[src/source/bp_pkg.sv]
package bp_pkg;

   localparam int PC_W = 32;               // Program counter width

   typedef logic [PC_W-1:0] pc_t;

   localparam pc_t PC_STEP = pc_t'(4);     // Sequential fetch increment

   // 2-bit saturating direction counter
   typedef enum logic [1:0] {
      STRONG_NT = 2'd0,
      WEAK_NT   = 2'd1,
      WEAK_T    = 2'd2,
      STRONG_T  = 2'd3
   } ctr_t;

   // Upper half of the counter range predicts taken
   function automatic logic ctr_taken(ctr_t ctr);
      return (ctr >= WEAK_T);
   endfunction

   // Move the counter one step toward the resolved outcome
   function automatic ctr_t ctr_update(ctr_t ctr, logic taken);
      ctr_t nxt;
      nxt = ctr;
      if (taken && (ctr != STRONG_T)) begin
         nxt = ctr_t'(ctr + 2'd1);
      end else if (!taken && (ctr != STRONG_NT)) begin
         nxt = ctr_t'(ctr - 2'd1);
      end
      return nxt;
   endfunction

endpackage

[src/source/bp_update_if.sv]
`timescale 1ns/100ps

interface bp_update_if
   import bp_pkg::*;
();

   logic upd_valid;                        // Single-cycle resolution strobe
   pc_t  upd_pc;                           // Address of the resolved branch
   logic upd_taken;
   pc_t  upd_target;
   logic upd_mispredict;                   // Fetch went the wrong way

   modport producer (
      output upd_valid,
      output upd_pc,
      output upd_taken,
      output upd_target,
      output upd_mispredict
   );

   modport consumer (
      input upd_valid,
      input upd_pc,
      input upd_taken,
      input upd_target,
      input upd_mispredict
   );

endinterface

[src/source/fetch_pc_gen.sv]
`timescale 1ns/100ps

module fetch_pc_gen
   import bp_pkg::*;
#(
   parameter pc_t RESET_PC = '0
) (
   input  logic          clk_i,
   input  logic          rstn_i,

   input  logic          fetch_stall_i,
   input  logic          pred_taken_i,
   input  pc_t           pred_target_i,
   bp_update_if.consumer upd,

   output pc_t           fetch_pc_o,
   output logic          fetch_valid_o
);

   pc_t  pc_q;
   pc_t  pc_d;
   pc_t  redirect_pc;
   logic valid_q;
   logic hold;

   // Correct path of a mispredicted branch
   assign redirect_pc = upd.upd_taken ? upd.upd_target : (upd.upd_pc + PC_STEP);

   // RESET_PC is presented once as valid before the PC moves on
   assign hold = fetch_stall_i || !valid_q;

   always_comb begin
      if (upd.upd_valid && upd.upd_mispredict) begin
         pc_d = redirect_pc;               // Redirect wins over a stall
      end else if (hold) begin
         pc_d = pc_q;
      end else if (pred_taken_i) begin
         pc_d = pred_target_i;
      end else begin
         pc_d = pc_q + PC_STEP;
      end
   end

   always_ff @(posedge clk_i) begin
      if (!rstn_i) begin
         pc_q    <= RESET_PC;
         valid_q <= 1'b0;
      end else begin
         pc_q    <= pc_d;
         valid_q <= 1'b1;
      end
   end

   assign fetch_pc_o    = pc_q;
   assign fetch_valid_o = valid_q;

endmodule

[src/flat_wrapper.sv]
// flat-port wrapper written by rule: the top's interface ports become plain ports
module fetch_pc_gen_flat import bp_pkg::*;
#(
   parameter pc_t RESET_PC = '0
)
  (clk_i, rstn_i, fetch_stall_i, pred_taken_i, pred_target_i, fetch_pc_o, fetch_valid_o, upd_upd_valid, upd_upd_pc, upd_upd_taken, upd_upd_target, upd_upd_mispredict);
  bp_update_if upd_i ();
  input  logic clk_i;
  input  logic rstn_i;
  input  logic fetch_stall_i;
  input  logic pred_taken_i;
  input  pc_t pred_target_i;
  output pc_t fetch_pc_o;
  output logic fetch_valid_o;
  input wire logic [$bits(upd_i.upd_valid)-1:0] upd_upd_valid;
  input wire logic [$bits(upd_i.upd_pc)-1:0] upd_upd_pc;
  input wire logic [$bits(upd_i.upd_taken)-1:0] upd_upd_taken;
  input wire logic [$bits(upd_i.upd_target)-1:0] upd_upd_target;
  input wire logic [$bits(upd_i.upd_mispredict)-1:0] upd_upd_mispredict;
  assign upd_i.upd_valid = upd_upd_valid;
  assign upd_i.upd_pc = upd_upd_pc;
  assign upd_i.upd_taken = upd_upd_taken;
  assign upd_i.upd_target = upd_upd_target;
  assign upd_i.upd_mispredict = upd_upd_mispredict;
  fetch_pc_gen #(.RESET_PC(RESET_PC)) u_core (.clk_i(clk_i), .rstn_i(rstn_i), .fetch_stall_i(fetch_stall_i), .pred_taken_i(pred_taken_i), .pred_target_i(pred_target_i), .upd(upd_i), .fetch_pc_o(fetch_pc_o), .fetch_valid_o(fetch_valid_o));
endmodule
[config.mk]
export PLATFORM = sky130hd
export DESIGN_NAME = fetch_pc_gen_flat
export DESIGN_NICKNAME = d
export VERILOG_FILES = /design/src/source/bp_pkg.sv /design/src/source/bp_update_if.sv /design/src/source/fetch_pc_gen.sv /design/src/flat_wrapper.sv
export SDC_FILE = /design/constraint.sdc
export NUM_CORES = 1
export LEC_CHECK = 0
export BUFFER_PORTS_ARGS = -buffer_cell sky130_fd_sc_hd__buf_2
export CAP_MARGIN = 30
export CORE_ASPECT_RATIO = 0.8
export CORE_UTILIZATION = 52
export DETAILED_ROUTE_END_ITERATION = 8
export GPL_TIMING_DRIVEN = 0
export PLACE_DENSITY = 0.87
export SKIP_CTS_REPAIR_TIMING = 1
export SLEW_MARGIN = 20
export SYNTH_ARGS = -nofsm -noshare
export SYNTH_HDL_FRONTEND = slang
export SYNTH_SLANG_ARGS = --single-unit
[constraint.sdc]
create_clock -name clk_i -period 2.59 [get_ports clk_i]
set_input_delay 0.259 -clock clk_i [delete_from_list [all_inputs] [get_ports clk_i]]
set_output_delay 0.259 -clock clk_i [all_outputs]
set_load 0.02 [all_outputs]
==> results of run 1 <==
## cells by family (layout without fill, tap and decap cells)
family / Yosys count / after routing / share of synthesized area
mux: 9 / 9 / 0.02938
fa+ha+maj: 2 / 2 / 0.008047
simple gates: 186 / 186 / 0.3300
buf+inv: 35 / 177 / 0.04306
compound gates: 134 / 134 / 0.2728
xor+xnor: 37 / 37 / 0.1042
flops: 33 / 33 / 0.2125
## synthesized netlist by cell type (all sizes together), types with 6 or more instances
cell	count
a211oi	8
a21oi	25
a31oi	9
and3	11
and4	11
clkbuf	22
dfxtp	33
inv	8
mux2i	8
nand2	43
nand3	30
nand4	15
nor2	27
nor2b	6
nor3	20
nor4	9
o21ai	39
o22ai	15
xnor2	13
xor2	24
## per-stage QoR
step / cell area [um^2] / instances
2_1_floorplan: 3109 / 436
3_3_place_gp: 3877 / 648
3_5_place_dp: 3877 / 648
4_1_cts: 3994 / 656
5_1_grt: 3994 / 656
6_report: 3994 / 656
## flip-flops by register name (all words and copies together), names as in the netlist
register,count
u_core.fetch_pc_o,32
u_core.fetch_valid_o,1
## metal layers
| layer | vias up | routed length [um] | share of wire |
|---|---|---|---|
| met4 | 0 | 315 | 0.025 |
| met3 | 42 | 1696 | 0.13 |
| met5 | - | 0 | 0 |
| met2 | 360 | 5504 | 0.43 |
| li1 | 1941 | - | - |
| met1 | 1932 | 5317 | 0.41 |
## area by class of cell
type,count,share of cell area
repair buffers,134,0.1679
well taps,78,0.02444
flip-flops and latches,33,0.1654
multi-input cells,368,0.5796
clock buffers,7,0.02162
inverters,8,0.007519
plain buffers,27,0.02600
clock inverters,1,0.007519
## critical path: stages (launching register included)
cell and delay, ps:
dfxtp_1 450, ha_1 260, and3_1 240, nand2_1 290
nor4_2 360, xor2_1 170, o221ai_1 140, a211oi_1 230
## power groups by stage
stage               clock [mW]  sequential [mW]  combinational (mW)
global placement             0            0.613               0.478
detailed placement           0            0.614               0.486
global route             0.526            0.611               0.537
floorplan                    0            0.650               0.220
finish                   0.514            0.606               0.503
CTS                      0.507            0.602               0.489
## worst paths after layout
| check | from | to | slack (ps) | cells after the start |
|---|---|---|---|---|
| setup / recovery | u_core.fetch_pc_o[2] | u_core.fetch_pc_o[26] | 370 | 7 |
| setup reg to reg | u_core.fetch_pc_o[2] | u_core.fetch_pc_o[26] | 370 | 7 |
| hold / removal | rstn_i | u_core.fetch_valid_o | 120 | 1 |
| hold reg to reg | u_core.fetch_pc_o[0] | u_core.fetch_pc_o[0] | 490 | 2 |
==> impl_metrics.py, run 1 <==
metrics = {
    "place": {
        "place_ws_ps": 353.8,
        "gp_congestion": 0.9822,
        "portBuffers": 134,
        "place_hpwl_um": 9952,
    },
    "yosys": {
        "ys_top_cells_by_area": "dfxtp_1, xor2_1, o21ai_0",
        "synth.net_count": 541,
        "yosysSeqAreaShare": 0.2125,
        "yosysTopAreaCell": "dfxtp_1",
        "syn_area_per_cell_um2": 7.131,
        "postSynth.asyncResetShare": 0,
        "synthFlopType": "dfxtp_1",
        "synth_area_mm2": 0.003109,
        "synth_cell_types": 55,
        "synth_cells": 436,
        "synth.top_cell.area_share": 0.2125,
        "synth_edf_count": 0,
        "synth_seq_cells": 33,
        "ys_warn_count": 0,
    },
    "timing": {
        "fmax_mhz": 449.7,
        "period_share": 0.8585,
        "maxSlewHeadroom": 0.4880,
        "finalHoldViolCount": 0,
        "setup_viol": 0,
        "setup_slack_ps": 366.5,
        "rsz0062_at_grt": "false",
        "slew_violations": 0,
        "finalSetupTns_ps": 0,
        "whs_ps": 116.1,
        "fin_crit_ps": 2224,
        "worst_pin_slew_ps": 765.2,
        "fin_worst_skew_ps": 6.284,
    },
    "hold_path": {
        "hold_path.class": "in2reg",
    },
    "clock_tree": {
        "cts.sink_count": 33,
        "h-tree-depth": 2,
        "clkSlewWorstSetupHoldPaths_ps": 70,
        "clk_latency_ps": 280,
        "cts_tree": "yes",
        "cts_root_buffer": "clkbuf_8",
        "numCtsBuffers": 5,
        "clock_path_buffers": 2,
    },
    "drt": {
        "wirelength_um": 12830,
        "post_drt_wl_per_cell_um": 19.56,
        "drcViolationCount": 0,
        "ant_nets": 0,
        "drt_iter0_drc": 529,
        "vias_per_cell": 6.517,
        "route.vias.total": 4275,
        "dr.pass1.iters": 5,
    },
    "global_route": {
        "use_met1": 0.5638,
        "grt-ovfl-total": 0,
        "grtUsageTotal": 0.4071,
        "busiest_layer": "met2",
        "met2_usage": 0.6145,
        "use_met3": 0.1062,
        "grt_pass1_wl_um": 19180,
        "first_global_vias": 3740,
        "grt_max_degree": 11,
        "antenna_found_initial": 0,
    },
    "setup_path": {
        "end_kind": "flip-flop",
        "crit_required_ps": 2780,
        "cp_max_fo": 9,
        "critPathArrivalTime_ps": 2420,
        "startpoint_type": "flip-flop",
        "crit_type": "reg2reg",
    },
    "floorplan": {
        "io_pins": 136,
        "rows": 24,
        "die_y_um": 71.16,
        "start_util": 0.5537,
        "core_area_mm2": 0.005615,
        "dieArea_mm2": 0.006294,
        "die_x_um": 88.45,
    },
    "final_layout": {
        "drive_gt1_frac": 0.2734,
        "seqCellArea_um2": 660.6,
        "multiInputGateArea_mm2": 0.002315,
        "fillers": 535,
        "area_growth_pct": 28.45,
        "fin_nets": 682,
        "antenna_cells": 0,
        "utilization": 0.7112,
        "final_common_cell": "buf_2",
        "layout_common_cells": "buf_2, nand2_1, o21ai_0",
    },
    "pwr": {
        "power_leakage_nw": 1.660,
        "p_int_mw": 1.057,
        "finalPower_mw": 1.624,
        "p_switching_mw": 0.5669,
        "vdd_drop_max_uv": 216.4,
        "powerDensity_mw_per_mm2": 406.6,
        "swShare": 0.3491,
        "seqPwrFrac": 0.373,
        "clock_power_share": 0.317,
        "p_comb_frac": 0.310,
    },
    "outcome": {
        "outcome": "completed",
    },
    "job": {
        "max_cap_viol_count": 0,
    },
}
No activity file was read; power rests on OpenSTA's default activity.
==> inputs of run 2 (changes only) <==
--- a/config.mk
+++ b/config.mk
@@ -8,10 +8,10 @@
 export BUFFER_PORTS_ARGS = -buffer_cell sky130_fd_sc_hd__buf_2
 export CAP_MARGIN = 30
 export CORE_ASPECT_RATIO = 0.8
-export CORE_UTILIZATION = 52
+export CORE_UTILIZATION = 44
 export DETAILED_ROUTE_END_ITERATION = 8
 export GPL_TIMING_DRIVEN = 0
-export PLACE_DENSITY = 0.87
+export PLACE_DENSITY = 0.78
 export SKIP_CTS_REPAIR_TIMING = 1
 export SLEW_MARGIN = 20
 export SYNTH_ARGS = -nofsm -noshare
==> constraint.sdc (replaced) <==
create_clock -name clk_i -period 1.9 [get_ports clk_i]
set_input_delay 0.19 -clock clk_i [delete_from_list [all_inputs] [get_ports clk_i]]
set_output_delay 0.19 -clock clk_i [all_outputs]
set_load 0.02 [all_outputs]
==> run 2 against run 1 <==
The run now ends with setup timing left. Fmax rose by 12%. Core utilization fell by 9.0 points. Die area rose by 18%.
==> impl_metrics.py, run 2 (synthesized netlist as in run 1, its figures left out) <==
metrics = {
    "floorplan": {
        "core_area_mm2": 0.006858,
        "die_y_um": 77.19,
        "io_pins": 136,
        "start_util": 0.4534,
        "dieArea_mm2": 0.007409,
        "die_x_um": 95.99,
        "rows": 27,
    },
    "clock_tree": {
        "clkSlewWorstSetupHoldPaths_ps": 80,
        "h-tree-depth": 2,
        "numCtsBuffers": 5,
        "cts.sink_count": 33,
        "cts_root_buffer": "clkbuf_8",
        "cts_tree": "yes",
        "clock_path_buffers": 2,
        "clk_latency_ps": 300,
    },
    "timing": {
        "setup_slack_ps": -79.37,
        "worst_pin_slew_ps": 754.4,
        "period_share": 1.042,
        "rsz0062_at_grt": "true",
        "fin_crit_ps": 1979,
        "setup_viol": 1,
        "finalHoldViolCount": 0,
        "slew_violations": 0,
        "fmax_mhz": 505.2,
        "maxSlewHeadroom": 0.4952,
        "fin_worst_skew_ps": 7.913,
    },
    "drt": {
        "dr.pass1.iters": 5,
        "route.vias.total": 4336,
        "drt_iter0_drc": 576,
        "drcViolationCount": 0,
        "wirelength_um": 13510,
        "ant_nets": 0,
        "vias_per_cell": 6.367,
        "post_drt_wl_per_cell_um": 19.84,
    },
    "outcome": {
        "violations": "setup timing",
        "outcome": "complete, but fails checks",
    },
    "hold_path": {
        "min_path_cells": 1,
        "hold_path.class": "in2reg",
    },
    "global_route": {
        "antenna_found_initial": 0,
        "grtUsageTotal": 0.3484,
        "grt_pass1_wl_um": 19400,
        "grt-ovfl-total": 0,
        "grt_max_degree": 11,
        "first_global_vias": 3589,
    },
    "final_layout": {
        "fillers": 653,
        "largest_reg_flops": 32,
        "stdcell_count": 681,
        "final_common_cell": "buf_2",
        "fin_nets": 698,
        "layout_common_cells": "buf_2, nand2_1, o21ai_0",
        "antenna_cells": 0,
        "area_growth_pct": 36.94,
        "drive_gt1_frac": 0.3401,
    },
    "setup_path": {
        "crit_cells": 6,
        "crit_slowest_cell": "nor4_4",
        "cp_cell_sequence": "nand4_1 > nor4_4 > nand4_1 > buf_4 > o211a_1 > o22ai_1",
        "timing.reg2reg.worst_path_depth": 6,
        "slowest_delay_ps": 420,
        "critPathArrivalTime_ps": 2190,
        "path_common_cell": "nand4_1",
        "crit_required_ps": 2110,
        "cp.buffers_inverters": 1,
        "end_kind": "flip-flop",
        "startpoint_type": "flip-flop",
        "cp_max_fo": 7,
        "crit_family": "simple AND/OR/NAND/NOR gates",
        "crit_type": "reg2reg",
    },
    "place": {
        "numPlacedInstances": 657,
        "portBuffers": 134,
        "gp_congestion": 0.9552,
        "place_hpwl_um": 10100,
    },
    "pwr": {
        "power_leakage_nw": 1.818,
        "finalPower_mw": 2.261,
        "powerDensity_mw_per_mm2": 531.1,
        "vdd_drop_max_uv": 230.2,
    },
    "job": {
        "max_cap_viol_count": 0,
    },
}
## run 2: layout make-up
class,instances,area (um^2),share of cell area
Timing Repair Buffer,150,794.5,0.1866
Sequential cell,33,699.4,0.1643
Tap cell,87,108.9,0.02557
Clock inverter,1,30.03,0.007053
Multi-Input combinational cell,368,2392,0.5619
Buffer,27,116.4,0.02733
Clock buffer,7,86.33,0.02028
Inverter,8,30.03,0.007053
## run 2: power by group
group,internal [mW],switching (mW),total [mW]
Sequential,0.748,0.0792,0.827
Clock,0.428,0.293,0.722
Combinational,0.280,0.433,0.713
## run 2: worst paths after layout
kind                         from                    end  slack, ps
max          u_core.fetch_pc_o[2]  u_core.fetch_pc_o[31]        -80
min                        rstn_i   u_core.fetch_valid_o         10
max reg2reg  u_core.fetch_pc_o[2]  u_core.fetch_pc_o[31]        -80
min reg2reg  u_core.fetch_pc_o[0]   u_core.fetch_pc_o[0]        500
## run 2: stage by stage
step	util	cell area (um^2)	hold slack (ps)	setup TNS (ps)	worst slack, ps
5_1_grt	0.6209	4258	4.777	-374.9	-137.1
6_report	0.6209	4258	14.58	-79.37	-79.37
3_5_place_dp	0.5674	3891	316.2	-1614	-302.2
4_1_cts	0.5844	4008	16.72	-1210	-172.8
2_1_floorplan	-	3112	217.7	0	8.533
3_3_place_gp	0.5674	3891	318.1	-1453	-250.9
## run 2: routing by layer
metal / up-vias / share of wire / GRT usage
li1: 1978 / - / -
met1: 1971 / 0.41 / 0.4889
met2: 350 / 0.42 / 0.5113
met3: 37 / 0.14 / 0.09722
met4: 0 / 0.030 / 0.1015
met5: - / 0 / 0
==> inputs of run 3 (changes only) <==
--- a/config.mk
+++ b/config.mk
@@ -8,10 +8,10 @@
 export BUFFER_PORTS_ARGS = -buffer_cell sky130_fd_sc_hd__buf_2
 export CAP_MARGIN = 30
 export CORE_ASPECT_RATIO = 0.8
-export CORE_UTILIZATION = 44
+export CORE_UTILIZATION = 49
 export DETAILED_ROUTE_END_ITERATION = 8
 export GPL_TIMING_DRIVEN = 0
-export PLACE_DENSITY = 0.78
+export PLACE_DENSITY = 0.82
 export SKIP_CTS_REPAIR_TIMING = 1
 export SLEW_MARGIN = 20
 export SYNTH_ARGS = -nofsm -noshare
==> constraint.sdc (replaced) <==
create_clock -name clk_i -period 2.26 [get_ports clk_i]
set_input_delay 0.226 -clock clk_i [delete_from_list [all_inputs] [get_ports clk_i]]
set_output_delay 0.226 -clock clk_i [all_outputs]
set_load 0.02 [all_outputs]
==> run 3 against run 2 <==
The run now ends clean. Clock power is 18% lower. Critical path depth stayed put. First-iteration DRC count down 11%. Sequential power decreased by 16%. Total power is 18% lower. Register-to-register slack improved by 150 ps. Fmax is 9.4% lower. Clock skew increased by 0.53 ps. Setup slack improved by 150 ps. Design area decreased by 5.8%. Non-clock buffer count fell by 16. Combinational power decreased by 19%. Critical path type unchanged. Critical endpoint unchanged. Largest power group unchanged.
==> impl_metrics.py, run 3 (synthesized netlist as in run 1, its figures left out) <==
metrics = {
    "outcome": {
        "outcome": "completed",
    },
    "floorplan": {
        "core_area_mm2": 0.006006,
        "rows": 25,
        "die_x_um": 91.06,
        "start_util": 0.5177,
        "dieArea_mm2": 0.006670,
        "io_pins": 136,
        "die_y_um": 73.25,
    },
    "final_layout": {
        "area_growth_pct": 29.05,
        "drive_gt1_frac": 0.2785,
        "final_common_cell": "buf_2",
        "antenna_cells": 0,
        "fillers": 561,
        "largest_reg_flops": 32,
        "seqCellArea_um2": 660.6,
        "multiInputGateArea_mm2": 0.002330,
        "fin_nets": 682,
        "stdcell_count": 659,
        "design_area_mm2": 0.004013,
        "layout_common_cells": "buf_2, nand2_1, o21ai_0",
    },
    "place": {
        "numPlacedInstances": 651,
        "place_hpwl_um": 9804,
        "placedInstanceArea_mm2": 0.003881,
        "portBuffers": 134,
        "gp_congestion": 0.9256,
    },
    "hold_path": {
        "holdCritStartpoint": "rstn_i",
        "hold_path.class": "in2reg",
    },
    "setup_path": {
        "cp_cell_sequence": "nand4_2 > nor4_4 > nand4_1 > o21ai_0 > o211a_1 > o22ai_1",
        "cp.buffers_inverters": 0,
        "crit_start": "u_core.fetch_pc_o[7]",
        "cp_max_fo": 7,
        "end_kind": "flip-flop",
        "startpoint_type": "flip-flop",
        "critPathArrivalTime_ps": 2330,
        "crit_slowest_cell": "nor4_4",
        "slowest_delay_ps": 510,
        "r2r_start": "u_core.fetch_pc_o[7]",
        "crit_required_ps": 2400,
        "crit_family": "simple AND/OR/NAND/NOR gates",
        "crit_type": "reg2reg",
    },
    "pwr": {
        "power_leakage_nw": 1.662,
        "powerDensity_mw_per_mm2": 463.4,
        "vdd_drop_max_uv": 341.5,
    },
    "timing": {
        "finalSetupTns_ps": 0,
        "finalHoldViolCount": 0,
        "period_share": 0.9666,
        "rsz0062_at_grt": "false",
        "worst_pin_slew_ps": 812.1,
        "maxSlewHeadroom": 0.4566,
        "fin_crit_ps": 2185,
        "fin_worst_skew_ps": 8.442,
        "whs_ps": 58.07,
        "fmax_mhz": 457.8,
        "setup_viol": 0,
        "slew_violations": 0,
    },
    "global_route": {
        "first_global_vias": 3703,
        "grt_pass1_wl_um": 19260,
        "antenna_found_initial": 0,
        "grt_max_degree": 11,
        "grtUsageTotal": 0.3808,
        "grt-ovfl-total": 0,
    },
    "clock_tree": {
        "clk_latency_ps": 290,
        "cts_tree": "yes",
        "numCtsBuffers": 5,
        "clock_path_buffers": 2,
        "cts.sink_count": 33,
        "clkSlewWorstSetupHoldPaths_ps": 70,
        "h-tree-depth": 2,
        "cts_root_buffer": "clkbuf_8",
    },
    "drt": {
        "dr.pass1.iters": 4,
        "drcViolationCount": 0,
        "drt_iter0_drc": 510,
        "post_drt_wl_per_cell_um": 19.48,
        "route.vias.total": 4166,
        "vias_per_cell": 6.322,
        "wirelength_um": 12840,
        "ant_nets": 0,
    },
    "job": {
        "max_cap_viol_count": 0,
    },
}
==> run 3: layer usage <==
metal,vias to the layer above,share of wire,global-route usage
met4,0,0.018,0.1076
li1,1937,-,-
met5,-,0,0
met3,28,0.13,0.08696
met2,346,0.43,0.6111
met1,1855,0.42,0.5171
==> run 3: path summary, 6_finish.rpt <==
check / cells after the start / endpoint / slack (ps)
hold / removal: 1 / u_core.fetch_valid_o / 60
hold reg to reg: 2 / u_core.fetch_pc_o[1] / 510
setup reg to reg: 6 / u_core.fetch_pc_o[31] / 80
setup / recovery: 6 / u_core.fetch_pc_o[31] / 80
==> run 3: area by class of cell <==
type                            instances  area share
Multi-Input combinational cell        368      0.5806
Timing Repair Buffer                  134      0.1671
Sequential cell                        33      0.1646
Buffer                                 27     0.02588
Tap cell                               81     0.02526
Clock buffer                            7     0.02152
Clock inverter                          1    0.007484
Inverter                                8    0.007484
==> run 3: per-stage QoR <==
stage | setup WS [ps] | util | power (mW)
global placement | 27.88 | 0.6463 | 1.251
detailed placement | 25.63 | 0.6463 | 1.262
floorplan | 345.3 | - | 0.9977
global route | 29.49 | 0.6681 | 1.928
finish | 75.46 | 0.6681 | 1.860
CTS | 105.7 | 0.6656 | 1.836
==> run 3: report_power, final <==
| part | internal [mW] | switching [mW] | total, mW |
|---|---|---|---|
| combinational | 0.224 | 0.353 | 0.576 |
| sequential | 0.628 | 0.0665 | 0.695 |
| clock | 0.360 | 0.229 | 0.589 |
| total | 1.21 | 0.648 | 1.86 |
